`config.mk`:
```
export PLATFORM = sky130hd
export DESIGN_NAME = dispatch_regs
export DESIGN_NICKNAME = d
export VERILOG_FILES = /design/src/hw/gpu_dispatch_pkg.sv /design/src/hw/dispatch_regs.sv
export SDC_FILE = /design/constraint.sdc
export NUM_CORES = 1
export LEC_CHECK = 0
export ABC_AREA = 1
export BUFFER_PORTS_ARGS = -buffer_cell sky130_fd_sc_hd__buf_2
export CORE_MARGIN = 5
export CORE_UTILIZATION = 33
export DETAILED_ROUTE_END_ITERATION = 16
export GPL_ROUTABILITY_DRIVEN = 1
export PLACE_DENSITY = 0.74
export SYNTH_ARGS = -nofsm -noshare
export SYNTH_HDL_FRONTEND = slang
export SYNTH_SLANG_ARGS = --single-unit
```
`constraint.sdc`:
```
create_clock -name clk -period 0.8 [get_ports clk]
set_clock_uncertainty 0.2 [all_clocks]
set_input_delay 0.08 -clock clk [delete_from_list [all_inputs] [get_ports clk]]
set_output_delay 0.08 -clock clk [all_outputs]
set_load 0.01 [all_outputs]
```
`src/hw/gpu_dispatch_pkg.sv`:
```
`default_nettype none

package gpu_dispatch_pkg;

	// Task word layout
	localparam int TASK_W    = 29;
	localparam int VALID_BIT = 28;
	localparam int SW_ID_LSB = 20;
	localparam int SW_ID_W   = 8;
	localparam int PC_LSB    = 11;
	localparam int PC_W      = 9;
	localparam int MASK_LSB  = 3;
	localparam int MASK_W    = 8;
	localparam int NREG_LSB  = 0;
	localparam int NREG_W    = 3;

	// Sizes
	localparam int TASK_DEPTH = 256;
	localparam int TASK_AW    = 8;
	localparam int NUM_WARPS  = 8;
	localparam int WARP_W     = 3;
	localparam int NUM_REGS   = 32;
	localparam int NUM_PAIRS  = NUM_REGS / 2;
	localparam int PAIR_W     = 4;
	localparam int REG_CNT_W  = 6;
	localparam int REG_BASE_W = 5;
	// Active count runs 0 to NUM_WARPS
	localparam int ACT_W      = 4;
	localparam int DATA_W     = 32;

	// Host register map
	localparam int REG_ADDR_W = 2;
	localparam logic [REG_ADDR_W-1:0] ADDR_TASK   = 2'd0;
	localparam logic [REG_ADDR_W-1:0] ADDR_CTRL   = 2'd1;
	localparam logic [REG_ADDR_W-1:0] ADDR_STATUS = 2'd2;

	// Command bits in the control register
	typedef enum int unsigned {
		CTRL_START_BIT = 0,
		CTRL_CLEAR_BIT = 1
	} ctrl_bit_e;

	typedef enum logic [1:0] {
		WAITING  = 2'd0,
		WORKING  = 2'd1,
		COMPLETE = 2'd2,
		CLEARING = 2'd3
	} tm_state_e;

	// Registers are handed out in pairs, so the need is twice the code
	function automatic logic [REG_CNT_W-1:0] task_regs(input logic [TASK_W-1:0] word);
		return {2'b00, word[NREG_LSB +: NREG_W], 1'b0};
	endfunction

	// Word aligned start address
	function automatic logic [DATA_W-1:0] task_pc(input logic [TASK_W-1:0] word);
		return {21'd0, word[PC_LSB +: PC_W], 2'b00};
	endfunction

endpackage

`default_nettype wire

```
`src/hw/dispatch_regs.sv`:
```
`timescale 1ns/1ps
`default_nettype none

module dispatch_regs import gpu_dispatch_pkg::*; (
	input  logic                  clk,
	input  logic                  rst,
	input  logic                  reg_wen,
	input  logic [REG_ADDR_W-1:0] reg_addr,
	input  logic [DATA_W-1:0]     reg_wdata,
	input  logic                  finished,
	input  tm_state_e             state,
	input  logic [ACT_W-1:0]      active_count,
	output logic [DATA_W-1:0]     reg_rdata,
	output logic                  push_task,
	output logic [TASK_W-1:0]     task_word,
	output logic                  start_cmd,
	output logic                  clear_cmd
);

	logic              task_wr;
	logic              ctrl_wr;
	logic [DATA_W-1:0] status_word;

	assign task_wr = reg_wen && (reg_addr == ADDR_TASK);
	assign ctrl_wr = reg_wen && (reg_addr == ADDR_CTRL);

	// Bit 0 finished, bits 2:1 state, then the active count
	assign status_word = {{(DATA_W - ACT_W - 3){1'b0}}, active_count, state, finished};
	// Only the status register reads back
	assign reg_rdata = (reg_addr == ADDR_STATUS) ? status_word : '0;

	// One cycle command pulses
	always_ff @(posedge clk or negedge rst) begin
		if (!rst) begin
			push_task <= 1'b0;
			start_cmd <= 1'b0;
			clear_cmd <= 1'b0;
		end else begin
			push_task <= task_wr;
			start_cmd <= ctrl_wr && reg_wdata[CTRL_START_BIT];
			clear_cmd <= ctrl_wr && reg_wdata[CTRL_CLEAR_BIT];
		end
	end

	// Word travels with its push pulse
	always_ff @(posedge clk) begin
		if (task_wr) begin
			task_word <= reg_wdata[TASK_W-1:0];
		end
	end

endmodule

`default_nettype wire

```
Word-level counts from Yosys, hierarchy flattened
Cells that the tools add are included.

cells by class
  $add $sub $neg = 0
  $mul = 0
  divide/modulo/power cells = 0
  order comparisons = 0
  equal/unequal tests = 2
  shift operators = 0
  mux-type cells = 1
  bitwise gates (word level) = 0
  reduce and logical (&&, ||, !) cells = 5

operator list
  kind                                            count
  two-way mux 7 bit                               1
  logical AND 1 bit                               4
  == test 2 x 1 -> 1 bit (second input constant)  1
  == test 2 bit (second input constant)           1
  logical NOT 2 bit                               1

storage, ports and cells
  register bits after elaboration = 32
  bits in latches = 0
  bits in writable memories = 0
  memory bits (read-only) = 0
  bits of input ports = 44
  output and inout port bits = 64
  word-level logic and storage cells = 12
  memories = 0

Longest topological paths before layout
  word-level depth = 3
  mapped depth = 3
  gate-level depth less buffers = 3

Worst setup path after synthesis
No wires, ideal clock.

  path type = input to register
  start = input reg_addr[1]
  end = register task_word[0] (enable)
  library setup time = 417 ps
  arrival = 1456 ps
  required time = 183 ps
  path slack = -1273 ps
  cell stages on the path = 3
  path buffers = 0
  cells stage by stage = inv_1 -> nand2_1 -> nor2_1

between the ends
  word-level cells in the longest chain between the ends = 2

ends and longest elaborated chain
  element               RTL line             RTL
  start, declared       dispatch_regs.sv:8   input logic [REG_ADDR_W-1:0] reg_addr,
  logical NOT 2 bit     dispatch_regs.sv:24  assign task_wr = reg_wen && (reg_addr == ADDR_TASK);
  logical AND 1 bit     dispatch_regs.sv:24
  via task_wr           dispatch_regs.sv:20  logic task_wr;
  end signal, assigned  dispatch_regs.sv:48  task_word <= reg_wdata[TASK_W-1:0];
  end, declared         dispatch_regs.sv:15  output logic [TASK_W-1:0] task_word,

The timed path passes the listed nets, and every way through them passes these cells.
A chain may end at the register's enable or synchronous reset.

Final worst setup path
  start = register task_word[8]
  end = output task_word[8]

No word-level cell between the ends.

==> summary.txt <==
Yosys
  • Flops & latches, synth: 32
  • Cell variety after synth: 10
  • Cell count after synthesis: a little over 80
  • Sequential-to-total area share from yosys stat: roughly three quarters
  • Synth warn: 0
  • Avg Inst Size Synth: between 15 and 20 µm²
  • Post-Syn Area: ~1200 µm²

CTS
  • Clk sinks: 32
  • Cts bufs inserted: 5
  • Clock root buffer: clkbuf_8
  • Htree depth: 2
  • Hold_buf cts: 1
  • CTS tree: yes
  • Clock slew at reported path FFs: approximately 0.060 ns
  • Maximum buffer depth of the clock tree: 2

Power and ir drop
  • Power per cell area: 2022 nW/µm²
  • Sequential Power Share: 50.3%
  • Cell internal pwr: slightly above 3 mW
  • Switching fraction of total power: 20.88%
  • Maximum VDD drop: about 760 µV
  • Clock share of power: about two fifths
  • LEAKAGE: between 0.9 and 1 nW
  • Part of the power in combinational logic: roughly 11%
  • Net Switching: roughly 800 µW

Global route
  • Pin count of the biggest net entering global routing: 16
  • Vias in the first global route: approximately 860
  • Initial antenna violation count: 0
  • Tot GR Track Use: a little over 10%
  • Grt total ovfl: 0
  • First-pass GRT wire length: approximately 4000 µm

STA
  • Final worst setup slack: -0.2878 ns
  • Finish-stage setup viols: 60
  • RSZ-0062 raised after global routing: yes
  • Max-slew violation count: 0
  • Post-route clock period utilization: 136.0%
  • Peak Freq: just over 900 MHz
  • Tmin final: approximately 1.1 ns
  • Final Hold Vio Count: 34
  • Worst Hold Slack: -0.2292 ns

Setup path
  • Largest stage delay, worst path: around 0.38 ns
  • Crit-path max FO: 1
  • Crit path cell chain: buf_2
  • Startpoint class of the critical path: flip-flop
  • Delay-heaviest family, CP: flip-flops
  • Worst-path cell with the longest stage delay: edfxtp_1
  • Arr. time, crit path: between 0.8 and 0.9 ns
  • Setup crit end kind: output port
  • Worst EP required: approximately 0.52 ns
  • CP Class: reg2out
  • Buf+Inv Stages, Crit Path: 1

Finish
  • Most frequent cells in the layout: buf_2 (77), edfxtp_1 (29), conb_1 (25), inv_1 (9)
  • Share of cells above drive strength 1: 58.33%
  • Commonest non-fill, non-tap cell in the layout: buf_2
  • Final core utilization: about half
  • Ant diodes: 0
  • Nets@finish: between 200 and 250
  • Layout Cell Area excl Fill: 1894 µm²
  • Non-Filler Instances: between 200 and 250
  • Area Overhead vs Synth: 52.62%

Detailed routing
  • DRT antenna net count: 0
  • Routed WL: 2719 µm
  • 1st-pass router iterations: 2
  • Routed via count: approximately 860
  • DR vias/cell: 3.785
  • DR WL/cell: around 12 µm
  • Drt drc: 0
  • Iter 0 DRT Violations: 25

Die
  • Die area: a little over 5000 µm²
  • Core footprint: approximately 3700 µm²
  • Starting density of the core: 33.90%
  • Die X: 71.33 µm
  • I/O pin count: around 110
  • # rows: 22
  • Die Y: between 70 and 80 µm

Run status
  • Status: finished, violations left
  • Failing checks: negative hold slack, negative setup slack

Placement
  • Area after DPL: 1669 µm²
  • GP Congestion: between 0.7 and 0.8
  • PortBufs: 79
  • Setup WS pre-CTS: -0.3724 ns
  • DP HPWL: around 2100 µm
  • Inst Count DP: between 200 and 250

Flow run
  • Max-cap violations: 0

Worst hold path
  • Worst Hold Class: in2reg
[layer usage]
metal,global-route usage [%],vias up,part of all wire (%)
li1,-,407,-
met1,9.991,371,34
met2,18.47,80,49
met3,5.330,5,16
met4,4.384,0,1.1
met5,0,-,0
[synthesized netlist by cell type]
library cell,instances,area share [%]
buf_4,25,15
conb_1,1,0.30
dfrtp_1,3,6.0
edfxtp_1,29,70
inv_1,10,3.0
inv_2,1,0.30
nand2_1,1,0.30
nand2_4,1,0.91
nand3_2,1,0.81
nor2_1,10,3.0
[metrics by stage]
step                TNS [ns]  hold WS [ns]  power, mW
CTS                   -12.24       -0.2380      3.867
global route          -12.98       -0.2373      3.978
floorplan             -12.38       -0.4156      2.207
global placement      -11.85       -0.3242      2.326
finish                -11.13       -0.2292      3.831
detailed placement    -12.09       -0.3194      2.339
[repair_timing]
| action | CTS | global route |
|---|---|---|
| setup buffers | 3 | 4 |
| hold endpoints to repair | 34 | 34 |
| cloned | 2 | 0 |
| setup endpoints to repair | 68 | 69 |
| resized for setup | 9 | 7 |
| pin swaps | 2 | 2 |
[kinds of logic (layout without fill, tap and decap cells)]
kind of cell	count (synthesis)	in the layout	share of synthesized area, %
simple gates	13	13	5.040
other cells	1	25	0.3021
flops	32	32	76.21
buf+inv	36	110	18.45
[final cells by class]
type	count	area [µm²]
clock inverters	2	35.03
fillers	329	1767
flip-flops and latches	32	945.9
inverters	11	56.30
clock buffers	6	72.57
well taps	48	60.06
multi-input cells	38	176.4
repair buffers	91	548.0
[power groups by stage]
| stage | clock (mW) | sequential [mW] | combinational, mW |
|---|---|---|---|
| after floorplan | 0 | 2.01 | 0.202 |
| after global placement | 0 | 1.96 | 0.368 |
| after detailed placement | 0 | 1.96 | 0.378 |
| after CTS | 1.51 | 1.93 | 0.435 |
| after global routing | 1.58 | 1.93 | 0.470 |
| final | 1.47 | 1.93 | 0.430 |
[state kept, by name (all words and copies together) (netlist names)]
register   flops
task_word     29
clear_cmd      1
push_task      1
start_cmd      1
[worst paths after layout]
check | startpoint | endpoint | slack (ns) | cells after the start
max in group asynchronous | rst | clear_cmd$_DFF_PN0_ | 0.36 | 2
min | reg_wdata[8] | task_word[8]$_DFFE_PP_ | -0.23 | 1
min in group asynchronous | rst | start_cmd$_DFF_PN0_ | -0.07 | 2
max | task_word[8]$_DFFE_PP_ | task_word[8] | -0.29 | 1
Power figures use the tool's default switching activity.
