**config.mk**
```make
export PLATFORM = sky130hd
export DESIGN_NAME = reg_alloc_unit
export DESIGN_NICKNAME = d
export VERILOG_FILES = /design/src/hw/gpu_dispatch_pkg.sv /design/src/hw/reg_alloc_unit.sv
export SDC_FILE = /design/constraint.sdc
export NUM_CORES = 1
export LEC_CHECK = 0
export BUFFER_PORTS_ARGS = -buffer_cell sky130_fd_sc_hd__buf_2
export CAP_MARGIN = 10
export CORE_ASPECT_RATIO = 1.5
export CORE_MARGIN = 3
export CORE_UTILIZATION = 30
export DETAILED_ROUTE_END_ITERATION = 8
export GPL_TIMING_DRIVEN = 0
export PLACE_DENSITY_LB_ADDON = 0.1
export SYNTH_ARGS = -nofsm -noshare
export SYNTH_HDL_FRONTEND = slang
export SYNTH_SLANG_ARGS = --single-unit
```
**constraint.sdc**
```tcl
create_clock -name clk -period 4.4 [get_ports clk]
set_input_delay 0.44 -clock clk [delete_from_list [all_inputs] [get_ports clk]]
set_output_delay 0.44 -clock clk [all_outputs]
set_load 0.05 [all_outputs]
```
**src/hw/gpu_dispatch_pkg.sv**
```systemverilog
`default_nettype none

package gpu_dispatch_pkg;

	// Task word layout
	localparam int TASK_W    = 29;
	localparam int VALID_BIT = 28;
	localparam int SW_ID_LSB = 20;
	localparam int SW_ID_W   = 8;
	localparam int PC_LSB    = 11;
	localparam int PC_W      = 9;
	localparam int MASK_LSB  = 3;
	localparam int MASK_W    = 8;
	localparam int NREG_LSB  = 0;
	localparam int NREG_W    = 3;

	// Sizes
	localparam int TASK_DEPTH = 256;
	localparam int TASK_AW    = 8;
	localparam int NUM_WARPS  = 8;
	localparam int WARP_W     = 3;
	localparam int NUM_REGS   = 32;
	localparam int NUM_PAIRS  = NUM_REGS / 2;
	localparam int PAIR_W     = 4;
	localparam int REG_CNT_W  = 6;
	localparam int REG_BASE_W = 5;
	// Active count runs 0 to NUM_WARPS
	localparam int ACT_W      = 4;
	localparam int DATA_W     = 32;

	// Host register map
	localparam int REG_ADDR_W = 2;
	localparam logic [REG_ADDR_W-1:0] ADDR_TASK   = 2'd0;
	localparam logic [REG_ADDR_W-1:0] ADDR_CTRL   = 2'd1;
	localparam logic [REG_ADDR_W-1:0] ADDR_STATUS = 2'd2;

	// Command bits in the control register
	typedef enum int unsigned {
		CTRL_START_BIT = 0,
		CTRL_CLEAR_BIT = 1
	} ctrl_bit_e;

	typedef enum logic [1:0] {
		WAITING  = 2'd0,
		WORKING  = 2'd1,
		COMPLETE = 2'd2,
		CLEARING = 2'd3
	} tm_state_e;

	// Registers are handed out in pairs, so the need is twice the code
	function automatic logic [REG_CNT_W-1:0] task_regs(input logic [TASK_W-1:0] word);
		return {2'b00, word[NREG_LSB +: NREG_W], 1'b0};
	endfunction

	// Word aligned start address
	function automatic logic [DATA_W-1:0] task_pc(input logic [TASK_W-1:0] word);
		return {21'd0, word[PC_LSB +: PC_W], 2'b00};
	endfunction

endpackage

`default_nettype wire

```
**src/hw/reg_alloc_unit.sv**
```systemverilog
`timescale 1ns/1ps
`default_nettype none

module reg_alloc_unit import gpu_dispatch_pkg::*; (
	input  logic                  clk,
	input  logic                  rst,
	input  logic                  alloc_req,
	input  logic [WARP_W-1:0]     alloc_warp,
	input  logic [NREG_W-1:0]     alloc_pairs,
	input  logic                  release_req,
	input  logic [WARP_W-1:0]     release_warp,
	output logic                  alloc_ready,
	output logic [REG_BASE_W-1:0] reg_base
);

	// One bit per register pair, set when taken
	logic [NUM_PAIRS-1:0] occupancy;
	logic [PAIR_W-1:0]    warp_base [NUM_WARPS];
	logic [NREG_W-1:0]    warp_size [NUM_WARPS];
	logic                 busy;
	logic                 fit_found;
	logic [PAIR_W-1:0]    fit_base;
	logic                 grant;
	logic [NUM_PAIRS-1:0] grant_mask;
	logic [NUM_PAIRS-1:0] rel_mask;

	// Run of cnt pairs starting at base
	function automatic logic [NUM_PAIRS-1:0] pair_mask(input logic [PAIR_W-1:0] base,
			input logic [NREG_W-1:0] cnt);
		logic [2*NUM_PAIRS-1:0] run;
		run = ((2*NUM_PAIRS)'(1) << cnt) - 1'b1;
		run = run << base;
		return run[NUM_PAIRS-1:0];
	endfunction

	// First fit, scanned downward so the lowest base is kept
	always_comb begin
		fit_found = 1'b0;
		fit_base  = '0;
		for (int b = NUM_PAIRS - 1; b >= 0; b--) begin
			if ((b + int'(alloc_pairs) <= NUM_PAIRS) &&
					((occupancy & pair_mask(PAIR_W'(b), alloc_pairs)) == '0)) begin
				fit_found = 1'b1;
				fit_base  = PAIR_W'(b);
			end
		end
	end

	// Low after a grant, and while fragmentation blocks the head request
	assign alloc_ready = !busy && fit_found;
	assign grant       = alloc_req && alloc_ready;
	assign grant_mask  = grant ? pair_mask(fit_base, alloc_pairs) : '0;
	assign rel_mask    = release_req ?
		pair_mask(warp_base[release_warp], warp_size[release_warp]) : '0;

	always_ff @(posedge clk or negedge rst) begin
		if (!rst) begin
			occupancy <= '0;
			busy      <= 1'b0;
		end else begin
			occupancy <= (occupancy & ~rel_mask) | grant_mask;
			busy      <= grant;
		end
	end

	// Per warp range and the base handed to the launch
	always_ff @(posedge clk) begin
		if (grant) begin
			warp_base[alloc_warp] <= fit_base;
			warp_size[alloc_warp] <= alloc_pairs;
			reg_base              <= {fit_base, 1'b0};
		end
	end

endmodule

`default_nettype wire

```
Word level (Yosys, flattened, before mapping). Memory sizes are Yosys's and may differ from the RTL's. Index checks and enable logic that the tools add are counted.

$lt $le $gt $ge: 16. Mux-type cells: 36. $add $sub $neg: 17. Reductions and logical operators: 35. Shift-type cells: 4. Bitwise operators: 19.

Operator list (count): $and A16 B16 Y16 (17); $logic_not A16 Y1 (16); $mux W4 (16); $shl A1 B3 Y32 const A (2); $shl A32 B4 Y16 (2); $sub A32 B1 Y32 const B (2); $add A4 B3 Y5 const A (8); $le A5 B5 Y1 const B (8); $le A4 B5 Y1 const B (7); $mux W16 (2); $logic_and A1 B1 Y1 (18); $mux W1 (18); $add A3 B3 Y4 const A (4); $not A16 Y16 (1); $or A16 B16 Y16 (1); $add A2 B3 Y4 const A (2); $le A3 B5 Y1 const B (1); $add A1 B3 Y4 const A (1); $logic_not A1 Y1 (1).

Bits of input ports: 13. Memories: 2. Bits in writable memories: 56. Output and inout bits: 6. Word-level logic and storage cells: 132. Register bits: 21.

Memory list: warp_base (words 8, width 4, rd ports 1, clocked after Yosys merged registers in 0, wr ports 1, RTL line reg_alloc_unit.sv:18) `logic [PAIR_W-1:0] warp_base [NUM_WARPS];`; warp_size (words 8, width 3, rd ports 1, clocked after Yosys merged registers in 0, wr ports 1, RTL line reg_alloc_unit.sv:19) `logic [NREG_W-1:0] warp_size [NUM_WARPS];`.

Longest topological paths before layout.
Depth in word-level cells: 25. Depth in mapped cells: 20. Mapped depth without buffers: 16.

Worst setup path after synthesis. Ideal clock, no wire load.

Path type: input to register. Start: input port alloc_pairs[2]. End: memory warp_base[1][0], enable pin. Required time: 4.020 ns. Path buffers: 3. Stages: 18. Data arrival time: 4.004 ns. Path slack: 0.016 ns. Setup time: 0.380 ns. Cells stage by stage: buf_2 -> inv_1 -> ha_1 -> buf_4 -> nor2_1 -> ha_1 -> buf_2 -> inv_1 -> a221o_1 -> a2111oi_0 -> o2111a_1 -> o21bai_1 -> nor4_2 -> inv_1 -> nor2_1 -> nor2_1 -> nand2_1 -> nor3_1.

Word-level cells in the longest chain between the ends: 25. Elaborated cells on any way between the ends: 101. Those cells by class: add/sub: 16; order compare: 16; shift: 1; mux: 18; bitwise: 16; reduce/logical: 34.

Ends and longest elaborated chain: start: declaration (RTL line reg_alloc_unit.sv:9) `input logic [NREG_W-1:0] alloc_pairs,`; $shl A1 B3 Y32; $sub A32 B1 Y32; $and A16 B16 Y16 (RTL line reg_alloc_unit.sv:42) `((occupancy & pair_mask(PAIR_W'(b), alloc_pairs)) == '0)) begin`; $logic_not A16 Y1 (RTL line reg_alloc_unit.sv:42); $logic_and A1 B1 Y1 (RTL line reg_alloc_unit.sv:41) `if ((b + int'(alloc_pairs) <= NUM_PAIRS) &&`; $mux W1 (15 in series) (RTL line reg_alloc_unit.sv:41); $mux W1 * (RTL line reg_alloc_unit.sv:41); $logic_and A1 B1 Y1 * (RTL line reg_alloc_unit.sv:50) `assign alloc_ready = !busy && fit_found;`; $logic_and A1 B1 Y1 * (RTL line reg_alloc_unit.sv:51) `assign grant = alloc_req && alloc_ready;`; via grant (RTL line reg_alloc_unit.sv:23) `logic grant;`; $mux W1 * (RTL line reg_alloc_unit.sv:68) `if (grant) begin`; $mux W1 (implied by the code) * (RTL line reg_alloc_unit.sv:69) `warp_base[alloc_warp] <= fit_base;`; end: declaration (RTL line reg_alloc_unit.sv:18).

Mark *: on every way through the listed nets, which the timed path passes. The rest lies on a longest branch.

Final worst setup path.
Start: input port alloc_pairs[2]. End: output port alloc_ready.

Word-level cells in the longest chain between the ends: 22. Elaborated cells on any way between the ends: 98. Those cells by class: add/sub: 16; order compare: 16; shift: 1; mux: 16; bitwise: 16; reduce/logical: 33.

Ends and longest elaborated chain: $shl A1 B3 Y32; $sub A32 B1 Y32; $and A16 B16 Y16 (RTL line reg_alloc_unit.sv:42); $logic_not A16 Y1 (RTL line reg_alloc_unit.sv:42); $logic_and A1 B1 Y1 (RTL line reg_alloc_unit.sv:41); $mux W1 (15 in series) (RTL line reg_alloc_unit.sv:41); $mux W1 * (RTL line reg_alloc_unit.sv:41); $logic_and A1 B1 Y1 * (RTL line reg_alloc_unit.sv:50); end: declaration (RTL line reg_alloc_unit.sv:12) `output logic alloc_ready,`.

Mark *: on every way between the ends. The rest lies on a longest branch, timed or not.

==> metrics.txt <==
CP max-delay cell mux2i_4; worst skew pair latency 0.33 ns; first-pass GRT wire length 31400 µm; post-synthesis register bit count 77; EDFF count, synth 60; clk slew on worst S/H paths 0.06 ns; number of global-route vias before repair 5336; Fin. Hold Viols 0; DR DRC count 0; Syn Nets 600; setup violators final 0; TritonCTS buffer count 9; post-layout min period 4.27 ns; critical-path cell list buf_6 > buf_8 > nor3_4 > inv_2 > buf_6 > ha_2 > nand2b_4 > buf_6 > mux2i_4 > a21oi_2 > o2111ai_1 > a21bo_2 > nor4_4 > buf_4 > inv_1 > nor2_4 > nor2_1 > buf_2; WS Path Type in -> out; M3 GR Usage 1.77%; Sequential Area 2230 µm²; busiest grt layer met2; gr usage total 19.5%; Die Width 119 µm; root buffer cell clkbuf_16; Port Buffers 15; Pwr per Cell Area 780 nW/µm²; via count 5112; Tot Pwr 5.51 mW; Synth area leader edfxtp_1; Cell Rows 61; Critical Path RT 3.96 ns; Synth Warn # 0; Hold Buf Count CTS 0; global placement routability congestion 0.966; met1 GRT Util 20.1%; Final HPWL DP 15400 µm; total core area 18700 µm²; Synth Instances 572; Layout Utilization 37.8%; Initial Utilization 30.7%; H-tree Lvls 3; area grow syn2layout 23.1%; Area contributors post-synth edfxtp_1, dfrtp_1, mux4_2; ys async rst share 22.1%; Hold/Removal Path Class in -> async; worst-path maximum fanout 15; Worst path most repeated cell buf_6; Top delay family on crit path buffers and inverters; largest net degree at the start of global routing 21; Global Route met2 Usage 37.4%; part of the cycle the worst path needs 97.0%; CTS tree yes; Max Clock Freq 234 MHz; max incr delay on CP 0.32 ns; CP startpoint kind input pin; vias per cell 5.80; drt initial violations 454; Clock Skews 0.00558 ns; fraction of layout cells with a size suffix above 1 26.9%; Congestion Overflow GR 0; register area share after synthesis 38.8%; maximum VDD drop 0.000308 V; synthesized area 5740 µm²; area of the die 20900 µm²; 1st-pass router iterations 6; status completed; I/O pin total 19; max_slew headroom 42.3%; max-slew violation count 0; Final Routed Wirelength 20700 µm; CP Buf/Inv Count 8; leakage power 2.54 nW; MaxCap Viol Count 0; initial antenna violation count 0; die height 175 µm; # clock sinks 77; Worst-Margin Slew 0.842 ns; Nets 652; top-area cell type share of the netlist area 31.4%; CP endpoint kind output port; count of cell types in the netlist 85; Main synth FF type edfxtp_1; ant diodes 0; Multi-input gate area 3510 µm²; Arrival @ worst endpoint 3.83 ns; Fill cells 1898; Bufs on Longest Clock Path 2; syn_area_per_cell 10.0 µm²; Post-DRT Antenna Nets 0; Routed wire per std cell 23.5 µm
==> synthesized netlist by cell type (11+ instances only) <==
| cell | n |
|---|---|
| nand3_1 | 14 |
| ha_1 | 15 |
| nor3_1 | 13 |
| edfxtp_1 | 60 |
| a21oi_1 | 20 |
| inv_1 | 23 |
| dfrtp_1 | 17 |
| nand2b_1 | 13 |
| mux2i_1 | 24 |
| mux4_2 | 14 |
| nor2_1 | 40 |
| clkbuf_1 | 20 |
| o221ai_1 | 11 |
| nand2_1 | 54 |
| o21ai_0 | 28 |
==> worst register-to-register path: cells and delay by family, from the launching register on <==
kind / cells / cell delay (ns)
AO/OA/AOI/OAI: 6 / 1.20
buffers and inverters: 1 / 0.22
adder cells (fa/ha/maj): 1 / 0.32
AND/OR/NAND/NOR: 2 / 0.47
multiplexers: 3 / 1.23
flip-flops: 1 / 0.36
==> per-layer routing <==
metal  routed length [µm]  up-vias  part of all wire (%)
met3                  711       93                   3.4
met1                 7160     2468                    35
li1                     -     2351                     -
met2                11500      200                    55
met4                 1380        0                   6.7
met5                    0        -                     0
==> path summary, 6_finish.rpt <==
| kind | from | endpoint | slack (ns) | depth (start not counted) |
|---|---|---|---|---|
| max in group asynchronous | rst | occupancy[13]$_DFF_PN0_ | 4.05 | 1 |
| setup / recovery | alloc_pairs[2] | alloc_ready | 0.13 | 18 |
| min in group clk | alloc_pairs[0] | warp_size[2][0]$_DFFE_PP_ | 0.35 | 1 |
| hold / removal | rst | occupancy[8]$_DFF_PN0_ | 0.05 | 1 |
| hold reg to reg | occupancy[2]$_DFF_PN0_ | occupancy[2]$_DFF_PN0_ | 0.63 | 2 |
| setup reg to reg | warp_size[7][0]$_DFFE_PP_ | occupancy[15]$_DFF_PN0_ | 0.47 | 13 |
==> where the power goes <==
group / internal [mW] / switching, mW
Combinational: 1.43 / 2.12
Sequential: 1.09 / 0.113
Clock: 0.447 / 0.309
==> cells in the final DEF (no fill, tap or decap), types with 7 or more instances in the layout <==
cell type,netlist,layout
nand2b_1,13,12
o211ai_1,9,9
inv_1,23,20
buf_6,5,11
mux2_2,7,7
dfrtp_1,17,17
a31oi_1,7,7
buf_4,6,24
o221ai_1,11,11
mux2i_1,24,18
buf_2,9,20
ha_1,15,12
clkbuf_1,20,16
nor3_1,13,10
and2_1,7,7
nor2_1,40,32
a221oi_1,9,7
mux4_2,14,14
o21ai_1,6,10
edfxtp_1,60,60
nand2_1,54,52
a21oi_1,20,19
o21ai_0,28,24
nand3_1,14,14
clkbuf_16,0,9
nor2_4,0,8
==> sequential cells by signal, indices dropped and copies added, names as in the netlist <==
name / flops
busy: 1
warp_base: 32
occupancy: 16
reg_base: 4
warp_size: 24
==> cell families (layout without fill, tap and decap cells) <==
logic type	count (synthesis)	count (layout)	share of synthesized area, %
compound gates	180	181	23.7
fa+ha+maj	15	15	3.27
mux	53	53	12.7
other cells	1	1	0.0653
simple gates	176	176	15.3
buf+inv	67	123	5.62
flops	77	77	38.8
xor+xnor	3	3	0.588
==> metrics by stage <==
step / instance area, µm² / hold WS [ns] / worst slack (ns) / cells / setup TNS, ns
CTS: 6780 / 0.0516 / 0.00373 / 870 / 0
floorplan: 5740 / 0.144 / 0.0156 / 572 / 0
finish: 7070 / 0.0469 / 0.130 / 881 / 0
global placement: 6130 / 0.394 / -1.53 / 839 / -103.35
detailed placement: 6130 / 0.407 / -1.60 / 839 / -103.02
global route: 7070 / 0.0697 / -0.0447 / 881 / -0.136
==> final cells by class <==
type	count	area share (%)
Sequential cell	77	31.5
Clock inverter	7	1.13
Inverter	26	1.47
Timing Repair Buffer	42	4.92
Multi-Input combinational cell	429	49.7
Clock buffer	9	3.19
Tap cell	252	4.46
Buffer	39	3.68
==> timing repair <==
item	CTS	global route
gates cloned	0	2
pin swaps	7	11
setup buffers	16	10
gates resized for setup	48	50
endpoints found under the setup margin	95	71
Note: power is estimated with default switching activity, not from simulation.
