<file path="config.mk">
export PLATFORM = sky130hd
export DESIGN_NAME = warp_pool
export DESIGN_NICKNAME = d
export VERILOG_FILES = /design/src/hw/gpu_dispatch_pkg.sv /design/src/hw/warp_pool.sv
export SDC_FILE = /design/constraint.sdc
export NUM_CORES = 1
export LEC_CHECK = 0
export BUFFER_PORTS_ARGS = -buffer_cell sky130_fd_sc_hd__buf_2
export CORE_AREA = 10 10 101 103
export DETAILED_ROUTE_END_ITERATION = 8
export DIE_AREA = 0 0 111 113
export GPL_TIMING_DRIVEN = 1
export PLACE_DENSITY = 0.68
export SYNTH_ARGS = -nofsm -noshare
export SYNTH_HDL_FRONTEND = slang
export SYNTH_SLANG_ARGS = --single-unit
</file>
<file path="constraint.sdc">
create_clock -name clk -period 2.8 [get_ports clk]
set_clock_uncertainty 0.05 [all_clocks]
set_input_delay 0.14 -clock clk [delete_from_list [all_inputs] [get_ports clk]]
set_output_delay 0.14 -clock clk [all_outputs]
set_load 0.02 [all_outputs]
</file>
<file path="src/hw/gpu_dispatch_pkg.sv">
`default_nettype none

package gpu_dispatch_pkg;

	// Task word layout
	localparam int TASK_W    = 29;
	localparam int VALID_BIT = 28;
	localparam int SW_ID_LSB = 20;
	localparam int SW_ID_W   = 8;
	localparam int PC_LSB    = 11;
	localparam int PC_W      = 9;
	localparam int MASK_LSB  = 3;
	localparam int MASK_W    = 8;
	localparam int NREG_LSB  = 0;
	localparam int NREG_W    = 3;

	// Sizes
	localparam int TASK_DEPTH = 256;
	localparam int TASK_AW    = 8;
	localparam int NUM_WARPS  = 8;
	localparam int WARP_W     = 3;
	localparam int NUM_REGS   = 32;
	localparam int NUM_PAIRS  = NUM_REGS / 2;
	localparam int PAIR_W     = 4;
	localparam int REG_CNT_W  = 6;
	localparam int REG_BASE_W = 5;
	// Active count runs 0 to NUM_WARPS
	localparam int ACT_W      = 4;
	localparam int DATA_W     = 32;

	// Host register map
	localparam int REG_ADDR_W = 2;
	localparam logic [REG_ADDR_W-1:0] ADDR_TASK   = 2'd0;
	localparam logic [REG_ADDR_W-1:0] ADDR_CTRL   = 2'd1;
	localparam logic [REG_ADDR_W-1:0] ADDR_STATUS = 2'd2;

	// Command bits in the control register
	typedef enum int unsigned {
		CTRL_START_BIT = 0,
		CTRL_CLEAR_BIT = 1
	} ctrl_bit_e;

	typedef enum logic [1:0] {
		WAITING  = 2'd0,
		WORKING  = 2'd1,
		COMPLETE = 2'd2,
		CLEARING = 2'd3
	} tm_state_e;

	// Registers are handed out in pairs, so the need is twice the code
	function automatic logic [REG_CNT_W-1:0] task_regs(input logic [TASK_W-1:0] word);
		return {2'b00, word[NREG_LSB +: NREG_W], 1'b0};
	endfunction

	// Word aligned start address
	function automatic logic [DATA_W-1:0] task_pc(input logic [TASK_W-1:0] word);
		return {21'd0, word[PC_LSB +: PC_W], 2'b00};
	endfunction

endpackage

`default_nettype wire

</file>
<file path="src/hw/warp_pool.sv">
`timescale 1ns/1ps
`default_nettype none

module warp_pool import gpu_dispatch_pkg::*; (
	input  logic               clk,
	input  logic               rst,
	input  logic               wp_take,
	input  logic [TASK_AW-1:0] head_slot,
	input  logic               wp_return,
	input  logic [WARP_W-1:0]  exit_warp,
	input  logic               wp_reset,
	output logic [WARP_W-1:0]  free_warp,
	output logic               free_empty,
	output logic [TASK_AW-1:0] exit_slot
);

	// Free hardware warp ids, FIFO order
	logic [WARP_W-1:0]  free_list [NUM_WARPS];
	logic [WARP_W:0]    rd_ptr;
	logic [WARP_W:0]    wr_ptr;
	// Task slot each hardware warp is running
	logic [TASK_AW-1:0] slot_map [NUM_WARPS];

	assign free_warp  = free_list[rd_ptr[WARP_W-1:0]];
	assign free_empty = (rd_ptr == wr_ptr);
	assign exit_slot  = slot_map[exit_warp];

	always_ff @(posedge clk or negedge rst) begin
		if (!rst) begin
			rd_ptr <= '0;
			// Full from the start
			wr_ptr <= (WARP_W + 1)'(NUM_WARPS);
			for (int i = 0; i < NUM_WARPS; i++) begin
				free_list[i] <= WARP_W'(i);
			end
		end else if (wp_reset) begin
			rd_ptr <= '0;
			wr_ptr <= (WARP_W + 1)'(NUM_WARPS);
			for (int i = 0; i < NUM_WARPS; i++) begin
				free_list[i] <= WARP_W'(i);
			end
		end else begin
			if (wp_take && !free_empty) begin
				rd_ptr <= rd_ptr + 1'b1;
			end
			// Exited warp goes to the back of the list
			if (wp_return) begin
				free_list[wr_ptr[WARP_W-1:0]] <= exit_warp;
				wr_ptr <= wr_ptr + 1'b1;
			end
		end
	end

	always_ff @(posedge clk) begin
		if (wp_take && !free_empty) begin
			slot_map[free_warp] <= head_slot;
		end
	end

endmodule

`default_nettype wire

</file>
# Word level (Yosys, flattened, before mapping)
# Memories as Yosys holds them, arrays and structs flattened.
# Index checks and enable logic that the tools add are counted.
# classes
eq_ne	1
reduce_logical	5
bitwise_logic	2
order_cmp	3
n_addsub	2
muxes	14
# ops
operator	count
24-bit 2-to-1 mux	2
24-bit bitwise mux	1
4-bit 2-to-1 mux	4
3-bit binary-select mux with 3-bit select	1
3-bit demux with 3-bit select	1
3-bit 2-to-1 mux	3
4-bit by 1-bit adder with 4-bit output, second input constant	2
4-bit >= comparator, second input constant	2
3-bit inverter with 4-bit output	2
4-bit equality test	1
4-bit by 1-bit < comparator with 1-bit output, second input constant	1
2-bit nonzero test	2
1-bit logical AND	2
1-bit 2-to-1 mux	2
1-bit zero test	1
# totals
elab_cells	38
ramBits	64
regBits	32
n_memories	1
# mem_list
memory	depth	word_bits	rd	rd_clocked_by_memory_dff	write_ports	line	rtl
slot_map	8	8	1	0	1	warp_pool.sv:22	logic [TASK_AW-1:0] slot_map [NUM_WARPS];

# Logic depth before layout (Yosys ltp)
# Gate-level depths: netlist of the first run.
# depth
depth_word	8
depth_mapped	5
depth_no_buf	4

# Worst setup path after synthesis of the first run
# Ideal clock, no wire load.
# synth_timing
path_kind	register to register
from	register rd_ptr[0]
to	memory slot_map[0][0] (enable)
n_path_buf	1
t_required_ns	2.380
stages_incl_launch_ff	6
arrival_ns	1.962
period_less_slack_ns	2.382
path_slack_ns	0.418
cell_sequence	dfrtp_1 buf_6 mux4_2 mux2_2 or2_1 nor2_1
# synth_rtl
element	line	rtl
start: declaration	warp_pool.sv:19	logic [WARP_W:0] rd_ptr;
start signal: assignment	warp_pool.sv:44	rd_ptr <= rd_ptr + 1'b1;
3-bit inverter with 4-bit output (not written as such)	warp_pool.sv:24	assign free_warp = free_list[rd_ptr[WARP_W-1:0]];
3-bit binary-select mux with 3-bit select	warp_pool.sv:24	
3-bit 2-to-1 mux (not written as such) (2 in series)	warp_pool.sv:24	
named net free_warp[2]	warp_pool.sv:12	output logic [WARP_W-1:0] free_warp,
end: declaration	warp_pool.sv:22	
# The timed path passes the listed nets, and every way through them passes these cells. The select of a mux whose other input is x is not followed.

# Final worst setup path of the first run
# layout_timing
from	register rd_ptr[0]
to	memory slot_map[2][4] (enable)
# layout_between
elab_chain_cells	5
# layout_lines
element	line	rtl
4-bit equality test	warp_pool.sv:25	assign free_empty = (rd_ptr == wr_ptr);
1-bit zero test	warp_pool.sv:55	if (wp_take && !free_empty) begin
1-bit logical AND	warp_pool.sv:55	
1-bit 2-to-1 mux	warp_pool.sv:55	
1-bit 2-to-1 mux (not written as such)	warp_pool.sv:56	slot_map[free_warp] <= head_slot;
# Parallel ways exist; a longest one is shown, timed or not. The select of a mux whose other input is x is not followed.

==> impl_metrics.csv, run 1 <==
group,metric,value,unit
yosys,ys_types,31,
yosys,synth-seq-cells,96,
detailed_routing,vias,2325,
finish,syn_to_final_growth,12.0,%
yosys,synth_area_leaders,"edfxtp_1 (47%), mux4_2 (12%), dfrtp_1 (12%)",
die,rows,33,
global_routing,grt_antenna_before_repair,0,
timing,slew-limit-headroom,51.7,%
detailed_routing,vias_per_cell,5.62,
outcome,status,"finished, final reports clean",
critical_path,cp-start-kind,"flip-flop",
power_and_ir_drop,peakVddDrop,255,µV
detailed_routing,drt_iter0_drc,185,
job,drv_cap,0,
cts,htreeDepth,3,
yosys,syn_area,4130,µm²
cts,cts_setup_buffers,0,
cts,clock_path_buffers,2,
yosys,ys_seq_area_share,66.4,%
critical_path,cp_max_fo,8,
timing,tightest_slew,725,ps
hold_path,hold_path.class,"primary input to flip-flop",
global_routing,grt_max_degree,34,
global_routing,grt_pass1_vias,2427,
detailed_routing,wl_per_cell,19.7,µm
cts,clkTransAtPathRegs,100,ps
placement,dpl.hpwl,5510,µm
global_routing,grtUsageMet2,20.1,%
cts,clock-sinks,96,
yosys,synth_nets,288,
global_routing,met1_usage,18.6,%
die,initial_core_util,50.7,%
global_routing,grt_pass1_wl,13200,µm
timing,slew_violations,0,
detailed_routing,wl,8150,µm
cts,cts_tree,"built",
power_and_ir_drop,seqPwrFrac,56.8,%
finish,antennaDiodeCount,0,
power_and_ir_drop,p_int,2.12,mW
timing,rsz0062_at_grt,"no",
cts,clock_latency,360,ps
detailed_routing,ant_nets,0,
critical_path,worst_setup_path_end_kind,"flip-flop",
placement,portBuffers,27,
timing,setup_viol,0,
cts,numCtsBuffers,9,
detailed_routing,drtPass1Iterations,4,
critical_path,cp.required,2820,ps
power_and_ir_drop,p_leak,1.72,nW
die,die_w,111,µm
yosys,yosysTopAreaCell,"edfxtp_1",
critical_path,crit_arrival,2330,ps
finish,final_util,56.8,%
timing,fin_crit_sh,82.8,%
die,io_pins,28,
global_routing,grt_overflow_total,0,
timing,hold_violations,0,
yosys,syn_area_per_cell,15.3,µm²
die,dieArea,12500,µm²
power_and_ir_drop,combPwrFrac,10.2,%
die,dieHeight,113,µm
die,core,8130,µm²
power_and_ir_drop,powerDensity,611,nW/µm²
yosys,netlist_instances,270,
placement,gp_congestion,0.782,
timing,clock.fmax,432,MHz
global_routing,grt_use_met3,3.59,%
timing,setup_tns,0,ps
finish,layout-drive-gt1-share,31.1,%
global_routing,gr-usage-all-layers,13.5,%
power_and_ir_drop,p_clk_share,33.0,%
detailed_routing,route.detailed.drc,0,
critical_path,path_class,"flip-flop to flip-flop",
yosys,ys_warn_count,0,
power_and_ir_drop,p_sw_share,24.8,%
finish,fillers,627,
finish,nNetsFinal,322,
yosys,yosysTopAreaCellShare,46.6,%
power_and_ir_drop,switching_power,0.701,mW
timing,period_minus_slack,2320,ps
global_routing,busiest_layer,"met2",
cts,cts-root-buf,"clkbuf_8",
state kept, by name, summed over array words and instances, names as in the netlist:
name	flops
slot_map	64
free_list	24
rd_ptr	4
wr_ptr	4
worst paths after layout:
kind,from,endpoint,slack (ps),cells after the start
max in group asynchronous,rst,free_list[14],1920,2
worst min-delay path,head_slot[0],slot_map[7][0],20,1
worst max-delay path,rd_ptr[0],slot_map[2][4],480,5
worst min register to register,free_list[15],free_list[15],490,2
min in group asynchronous,rst,free_list[9],320,2
worst max register to register,rd_ptr[0],slot_map[2][4],480,5
synthesized netlist by cell type:
cell type   n
a41oi_2     1
xor2_1      2
nand4b_1    3
a21oi_1     6
nor3_1      2
edfxtp_1   64
a211o_1    12
nand3_1     1
mux2_2      2
buf_6       1
inv_1       5
nand2b_1    7
clkbuf_1   12
dfrtp_1    19
buf_2       3
nor2_1     37
a21o_1      1
nor2b_1     3
mux2i_1    11
a31o_2      1
and3_1      1
xnor2_1     5
nand2_1    28
and4_1      1
dfstp_2    13
or2_1       1
nand4_1     1
mux2_4      1
nor3b_2     2
ha_1        2
mux4_2     22
through the flow:
stage	hold slack [ps]	power [mW]	instance area [µm²]	cells	setup WS (ps)
4_1_cts	1.31	2.85	4620	414	465
3_5_place_dp	178	1.93	4400	397	489
3_3_place_gp	176	1.92	4400	397	533
5_1_grt	7.78	2.94	4620	414	335
2_1_floorplan	-206	1.82	4130	270	418
6_report	20.2	2.83	4620	414	483
layout make-up:
type / count / area (µm²) / share of cell area [%]
Sequential cell: 96 / 2740 / 59.3
Multi-Input combinational cell: 153 / 1300 / 28.1
Timing Repair Buffer: 39 / 228 / 4.93
Tap cell: 105 / 131 / 2.84
Clock buffer: 9 / 124 / 2.68
Clock inverter: 7 / 83.8 / 1.81
Inverter: 5 / 18.8 / 0.406
critical path, cell delays in order, from the launching register on:
cell and delay, ps:
dfrtp_1 580, mux4_2 550, mux2_2 310, or2_1 230, nor2_1 100, buf_4 190
cell families (layout without fill, tap and decap cells):
logic type               after synthesis  in the layout  share of synthesized area (%)
flip-flops                            96             96                           66.4
AND/OR/NAND/NOR                       87             87                           9.70
multiplexers                          36             36                           15.6
AO/OA/AOI/OAI                         21             21                           4.06
buffers and inverters                 21             60                           2.18
XOR/XNOR                               7              7                           1.49
adder cells (fa/ha/maj)                2              2                          0.606
power groups by stage:
stage          clock (mW)  combinational, mW  sequential [mW]
4_1_cts             0.955              0.294             1.60
3_3_place_gp            0              0.288             1.63
5_1_grt              1.02              0.319             1.61
3_5_place_dp            0              0.293             1.63
2_1_floorplan           0              0.203             1.61
6_report            0.931              0.289             1.60
routing by layer:
layer / part of all wire, % / wire (µm)
met2: 45 / 3690
met3: 6.7 / 543
met4: 1.0 / 85
met1: 47 / 3840
met5: 0 / 0
timing repair:
action	in CTS	in global routing
hold endpoints to repair	19	0
hold buffers	1	0
gates resized for setup	0	0
placed cells by master, fill, tap and decap left out:
cell           netlist  routed
edfxtp_1            64      64
nor2_1              37      37
nand2_1             28      28
buf_2                3      27
mux4_2              22      22
dfrtp_1             19      19
dfstp_2             13      13
a211o_1             12      12
mux2i_1             11      11
buf_4                0      11
clkbuf_8             0       9
nand2b_1             7       7
a21oi_1              6       6
inv_1                5       5
xnor2_1              5       5
nor2b_1              3       3
nand4b_1             3       3
inv_6                0       3
mux2_2               2       2
xor2_1               2       2
nor3_1               2       2
nor3b_2              2       2
ha_1                 2       2
mux2_4               1       1
and4_1               1       1
a41oi_2              1       1
or2_1                1       1
a31o_2               1       1
nand4_1              1       1
and3_1               1       1
a21o_1               1       1
nand3_1              1       1
inv_8                0       1
clkinv_4             0       1
clkinvlp_4           0       1
bufinv_16            0       1
dlygate4sd3_1        0       1
Note: power is estimated with default switching activity, not from simulation.
==> run 2, diff against run 1 <==
- clock period: 2.8 -> 2.4 ns (I/O delays scaled with it)
==> impl_metrics.csv, run 2 (synthesized netlist as in run 1, its figures left out) <==
group,metric,value,unit
global_routing,busiest_layer,"met2",
timing,hold_violations,0,
power_and_ir_drop,peakVddDrop,393,µV
cts,numCtsBuffers,9,
global_routing,grt_antenna_before_repair,0,
power_and_ir_drop,combPwrFrac,11.4,%
die,initial_core_util,50.7,%
die,rows,33,
cts,clock-sinks,96,
timing,clock.fmax,441,MHz
detailed_routing,wl,8360,µm
power_and_ir_drop,p_sw_share,25.7,%
detailed_routing,route.detailed.drc,0,
critical_path,crit_chain,"buf_4 -> mux4_2 -> mux2_4 -> or2_1 -> nor2_1 -> buf_4",
timing,tightest_slew,799,ps
global_routing,grt_use_met3,3.12,%
die,io_pins,28,
die,dieArea,12500,µm²
critical_path,path_class,"flip-flop to flip-flop",
cts,clock_latency,350,ps
power_and_ir_drop,powerDensity,682,nW/µm²
die,die_w,111,µm
critical_path,cp-start-kind,"flip-flop",
critical_path,crit_arrival,2290,ps
detailed_routing,drtPass1Iterations,6,
critical_path,crit_top_cell,"buf_4",
critical_path,cp.depth,6,
critical_path,r2r_start,"rd_ptr[0]",
die,dieHeight,113,µm
placement,gp_congestion,0.829,
finish,largest_register_ffs,64,
power_and_ir_drop,p_leak,1.77,nW
finish,top_register,"slot_map",
critical_path,cp_top_family,"multiplexers",
detailed_routing,vias_per_cell,5.50,
critical_path,cp-startpoint,"rd_ptr[0]",
critical_path,worst_setup_path_end_kind,"flip-flop",
global_routing,grt_pass1_vias,2528,
critical_path,cpPeakStageDelay,520,ps
critical_path,worst_path_max_delay_cell,"mux4_2",
power_and_ir_drop,seqPwrFrac,57.8,%
job,drv_cap,0,
global_routing,met1_usage,18.6,%
critical_path,cp.required,2420,ps
power_and_ir_drop,switching_power,0.828,mW
detailed_routing,ant_nets,0,
finish,stdcell_area,4720,µm²
finish,final_util,58.0,%
global_routing,grt_pass1_wl,13600,µm
placement,placed_area,4430,µm²
timing,setup_tns,0,ps
cts,cts-root-buf,"clkbuf_8",
finish,mostFrequentLayoutCell,"edfxtp_1",
hold_path,hold_path.class,"primary input to flip-flop",
detailed_routing,drt_iter0_drc,133,
timing,rsz0062_at_grt,"no",
cts,clkTransAtPathRegs,100,ps
finish,reg.largest.list,"slot_map x64, free_list x24",
critical_path,crit_end,"slot_map[0][0]",
finish,mostFrequentLayoutCells,"edfxtp_1 (64), nor2_1 (37), nand2_1 (28), buf_2 (28), mux4_2 (22)",
timing,slew_violations,0,
cts,cts_tree,"built",
cts,htreeDepth,3,
power_and_ir_drop,totalPowerFinal,3.22,mW
critical_path,cp_max_fo,8,
cts,clock_path_buffers,2,
critical_path,rr_worst_depth,6,
placement,portBuffers,27,
power_and_ir_drop,p_clk_share,30.8,%
finish,layout-drive-gt1-share,31.6,%
timing,fin_crit_sh,94.5,%
global_routing,gr-usage-all-layers,13.8,%
die,core,8130,µm²
placement,place_inst,401,
critical_path,r2r_slack,130,ps
global_routing,grt_max_degree,34,
timing,period_minus_slack,2270,ps
placement,dpl.hpwl,5620,µm
timing,slew-limit-headroom,46.5,%
global_routing,grt_overflow_total,0,
critical_path,crit_buf_inv,2,
detailed_routing,vias,2354,
finish,syn_to_final_growth,14.4,%
timing,setup_viol,0,
finish,nNetsFinal,336,
detailed_routing,wl_per_cell,19.5,µm
critical_path,r2r_end,"slot_map[0][0]",
power_and_ir_drop,p_int,2.39,mW
finish,antennaDiodeCount,0,
finish,stdcell_count,428,
outcome,status,"finished, final reports clean",
global_routing,grtUsageMet2,21.7,%
run 2: repair_timing:
action	in CTS	in global routing
endpoints found under the hold margin	83	0
resized for setup	1	0
setup buffers	0	2
hold buffers	9	0
endpoints found under the setup margin	48	3
run 2: through the flow:
stage	hold WS [ps]	setup WS, ps
6_report	86.4	131
5_1_grt	113	24.5
4_1_cts	75.5	57.7
3_5_place_dp	161	-97.2
3_3_place_gp	158	18.9
2_1_floorplan	-226	18.1
run 2: how the worst min path moves through the flow:
stage                          from       endpoint  slack, ps  cells after the start
after floorplan                 rst  free_list[10]       -230                      0
after global placement          rst   free_list[3]        160                      1
after detailed placement        rst   free_list[3]        160                      1
after CTS                 wp_return      wr_ptr[1]         80                      3
after global routing      wp_return      wr_ptr[1]        110                      3
final                     wp_return      wr_ptr[1]         90                      3
run 2: worst min-delay path: cells and delay by family:
kind,cells,cell delay [ps]
buffers and inverters,1,160
multiplexers,1,90
AND/OR/NAND/NOR,1,80
run 2: power groups by stage:
stage	logic (mW)	registers, mW	clock network (mW)
floorplan	0.237	1.88	0
global placement	0.340	1.90	0
detailed placement	0.348	1.90	0
CTS	0.360	1.87	1.01
global route	0.405	1.87	1.08
finish	0.367	1.86	0.991
run 2: routing by layer:
layer  routed length (µm)  part of all wire, %  vias up
met2                 3980                   48       53
met4                   65                 0.78        0
met3                  324                  3.9        6
met5                    0                    0        -
li1                     -                    -     1095
met1                 3990                   48     1200
run 2: layout make-up:
type	count	area [µm²]
fillers	661	3410
multi-input cells	153	1300
repair buffers	53	350
clock inverters	7	58.8
clock buffers	9	124
inverters	5	18.8
well taps	105	131
flip-flops and latches	96	2740
==> run 3, diff against run 2 <==
- REMOVE_ABC_BUFFERS: unset -> 1
==> impl_metrics.csv, run 3 (synthesized netlist as in run 1, its figures left out) <==
group,metric,value,unit
timing,hold_violations,0,
placement,dpl_worst_slack,-61.1,ps
timing,setup_slack,131,ps
critical_path,crit_end,"slot_map[0][1]",
cts,clock-sinks,96,
die,die_w,111,µm
critical_path,worst_setup_path_end_kind,"flip-flop",
critical_path,crit_chain,"clkbuf_2 -> mux4_2 -> mux2_2 -> nand2b_1 -> nor2_1 -> buf_4",
job,drv_cap,0,
timing,setup_viol,0,
cts,numCtsBuffers,9,
die,dieHeight,113,µm
hold_path,hold_path.class,"primary input to flip-flop",
detailed_routing,wl,8330,µm
global_routing,grt_max_degree,33,
finish,syn_to_final_growth,15.6,%
timing,slew-limit-headroom,49.4,%
global_routing,grt_overflow_total,0,
finish,reg.largest.list,"slot_map x64, free_list x24",
die,initial_core_util,50.7,%
critical_path,path_class,"flip-flop to flip-flop",
finish,top_register,"slot_map",
die,dieArea,12500,µm²
finish,largest_register_ffs,64,
finish,mostFrequentLayoutCells,"edfxtp_1 (64), nor2_1 (36), nand2_1 (28), buf_2 (27), mux4_2 (22)",
detailed_routing,drt_iter0_drc,139,
detailed_routing,ant_nets,0,
cts,clock_path_buffers,2,
critical_path,cp.depth,6,
finish,nNetsFinal,339,
critical_path,cp_max_fo,8,
critical_path,cp-start-kind,"flip-flop",
cts,cts_tree,"built",
die,io_pins,28,
detailed_routing,vias,2362,
critical_path,cp.required,2420,ps
outcome,status,"finished, final reports clean",
global_routing,grt_pass1_wl,13400,µm
power_and_ir_drop,totalPowerFinal,3.26,mW
critical_path,cp-startpoint,"rd_ptr[0]",
global_routing,gr-usage-all-layers,13.6,%
timing,slew_violations,0,
finish,antennaDiodeCount,0,
critical_path,r2r_end,"slot_map[0][1]",
power_and_ir_drop,peakVddDrop,343,µV
timing,fin_crit_sh,94.5,%
finish,layout-drive-gt1-share,32.8,%
placement,dpl.hpwl,5470,µm
cts,htreeDepth,3,
timing,rsz0062_at_grt,"no",
cts,cts-root-buf,"clkbuf_8",
critical_path,crit_buf_inv,2,
cts,clkTransAtPathRegs,100,ps
detailed_routing,wl_per_cell,19.3,µm
detailed_routing,drtPass1Iterations,4,
global_routing,grt_pass1_vias,2392,
global_routing,grt_antenna_before_repair,0,
critical_path,crit_arrival,2290,ps
critical_path,rr_worst_depth,6,
finish,mostFrequentLayoutCell,"edfxtp_1",
critical_path,r2r_start,"rd_ptr[0]",
placement,portBuffers,27,
cts,clock_latency,350,ps
timing,period_minus_slack,2270,ps
die,rows,33,
critical_path,worst_path_max_delay_cell,"mux4_2",
power_and_ir_drop,powerDensity,683,nW/µm²
detailed_routing,route.detailed.drc,0,
critical_path,r2r_slack,130,ps
timing,clock.fmax,441,MHz
die,core,8130,µm²
detailed_routing,vias_per_cell,5.48,
power_and_ir_drop,p_leak,1.79,nW
critical_path,cp_top_family,"multiplexers",
timing,tightest_slew,753,ps
placement,gp_congestion,0.778,
critical_path,cpPeakStageDelay,500,ps
## run 3: power breakdown
group	leakage (nW)	internal, mW	switching [mW]	total [mW]
sequential	0.977	1.84	0.0262	1.86
clock	0.0931	0.407	0.609	1.02
combinational	0.719	0.166	0.212	0.378
## run 3: metrics by stage
step / cells / utilization (%) / cell area (µm²) / TNS, ps / hold slack [ps]
global route: 431 / 58.7 / 4770 / 0 / 68.3
detailed placement: 402 / 54.6 / 4440 / -487 / 165
global placement: 402 / 54.6 / 4440 / 0 / 159
finish: 431 / 58.7 / 4770 / 0 / 70.9
floorplan: 254 / - / 4060 / -4620 / -226
CTS: 427 / 58.1 / 4730 / 0 / 55.9
## run 3: worst min path at each step
stage                               end  cells after the start  slack [ps]      from
after floorplan           free_list[10]                      0        -230       rst
after global placement        wr_ptr[1]                      1         160       rst
after detailed placement      wr_ptr[1]                      1         170       rst
final                         rd_ptr[1]                      2          70  wp_reset
after CTS                     rd_ptr[1]                      2          60  wp_reset
after global routing      free_list[22]                      2          70  wp_reset
## run 3: worst reg2reg max path: cells and delay by family (launching register included)
family / cells / cell delay, ps
simple gates: 2 / 350
flops: 1 / 410
mux: 2 / 790
buf+inv: 2 / 380
## run 3: layout make-up
cell class | instances | area (µm²)
inverter | 5 | 18.8
sequential | 96 | 2740
clock inverter | 7 | 71.3
fill | 625 | 3360
multi-input combinational | 153 | 1300
clock buffer | 9 | 124
tap | 105 | 131
timing repair buffer | 56 | 385
## run 3: timing repair
item	4_1_cts	5_1_grt
endpoints found under the hold margin	83	0
gates resized for setup	1	1
hold buffers	9	0
setup endpoints to repair	38	17
setup buffers	0	4
## run 3: layer usage
layer	part of all wire [%]	track usage, %
met1	48	19.3
met2	46	20.6
met3	4.4	2.80
met4	1.4	3.99
met5	0	0
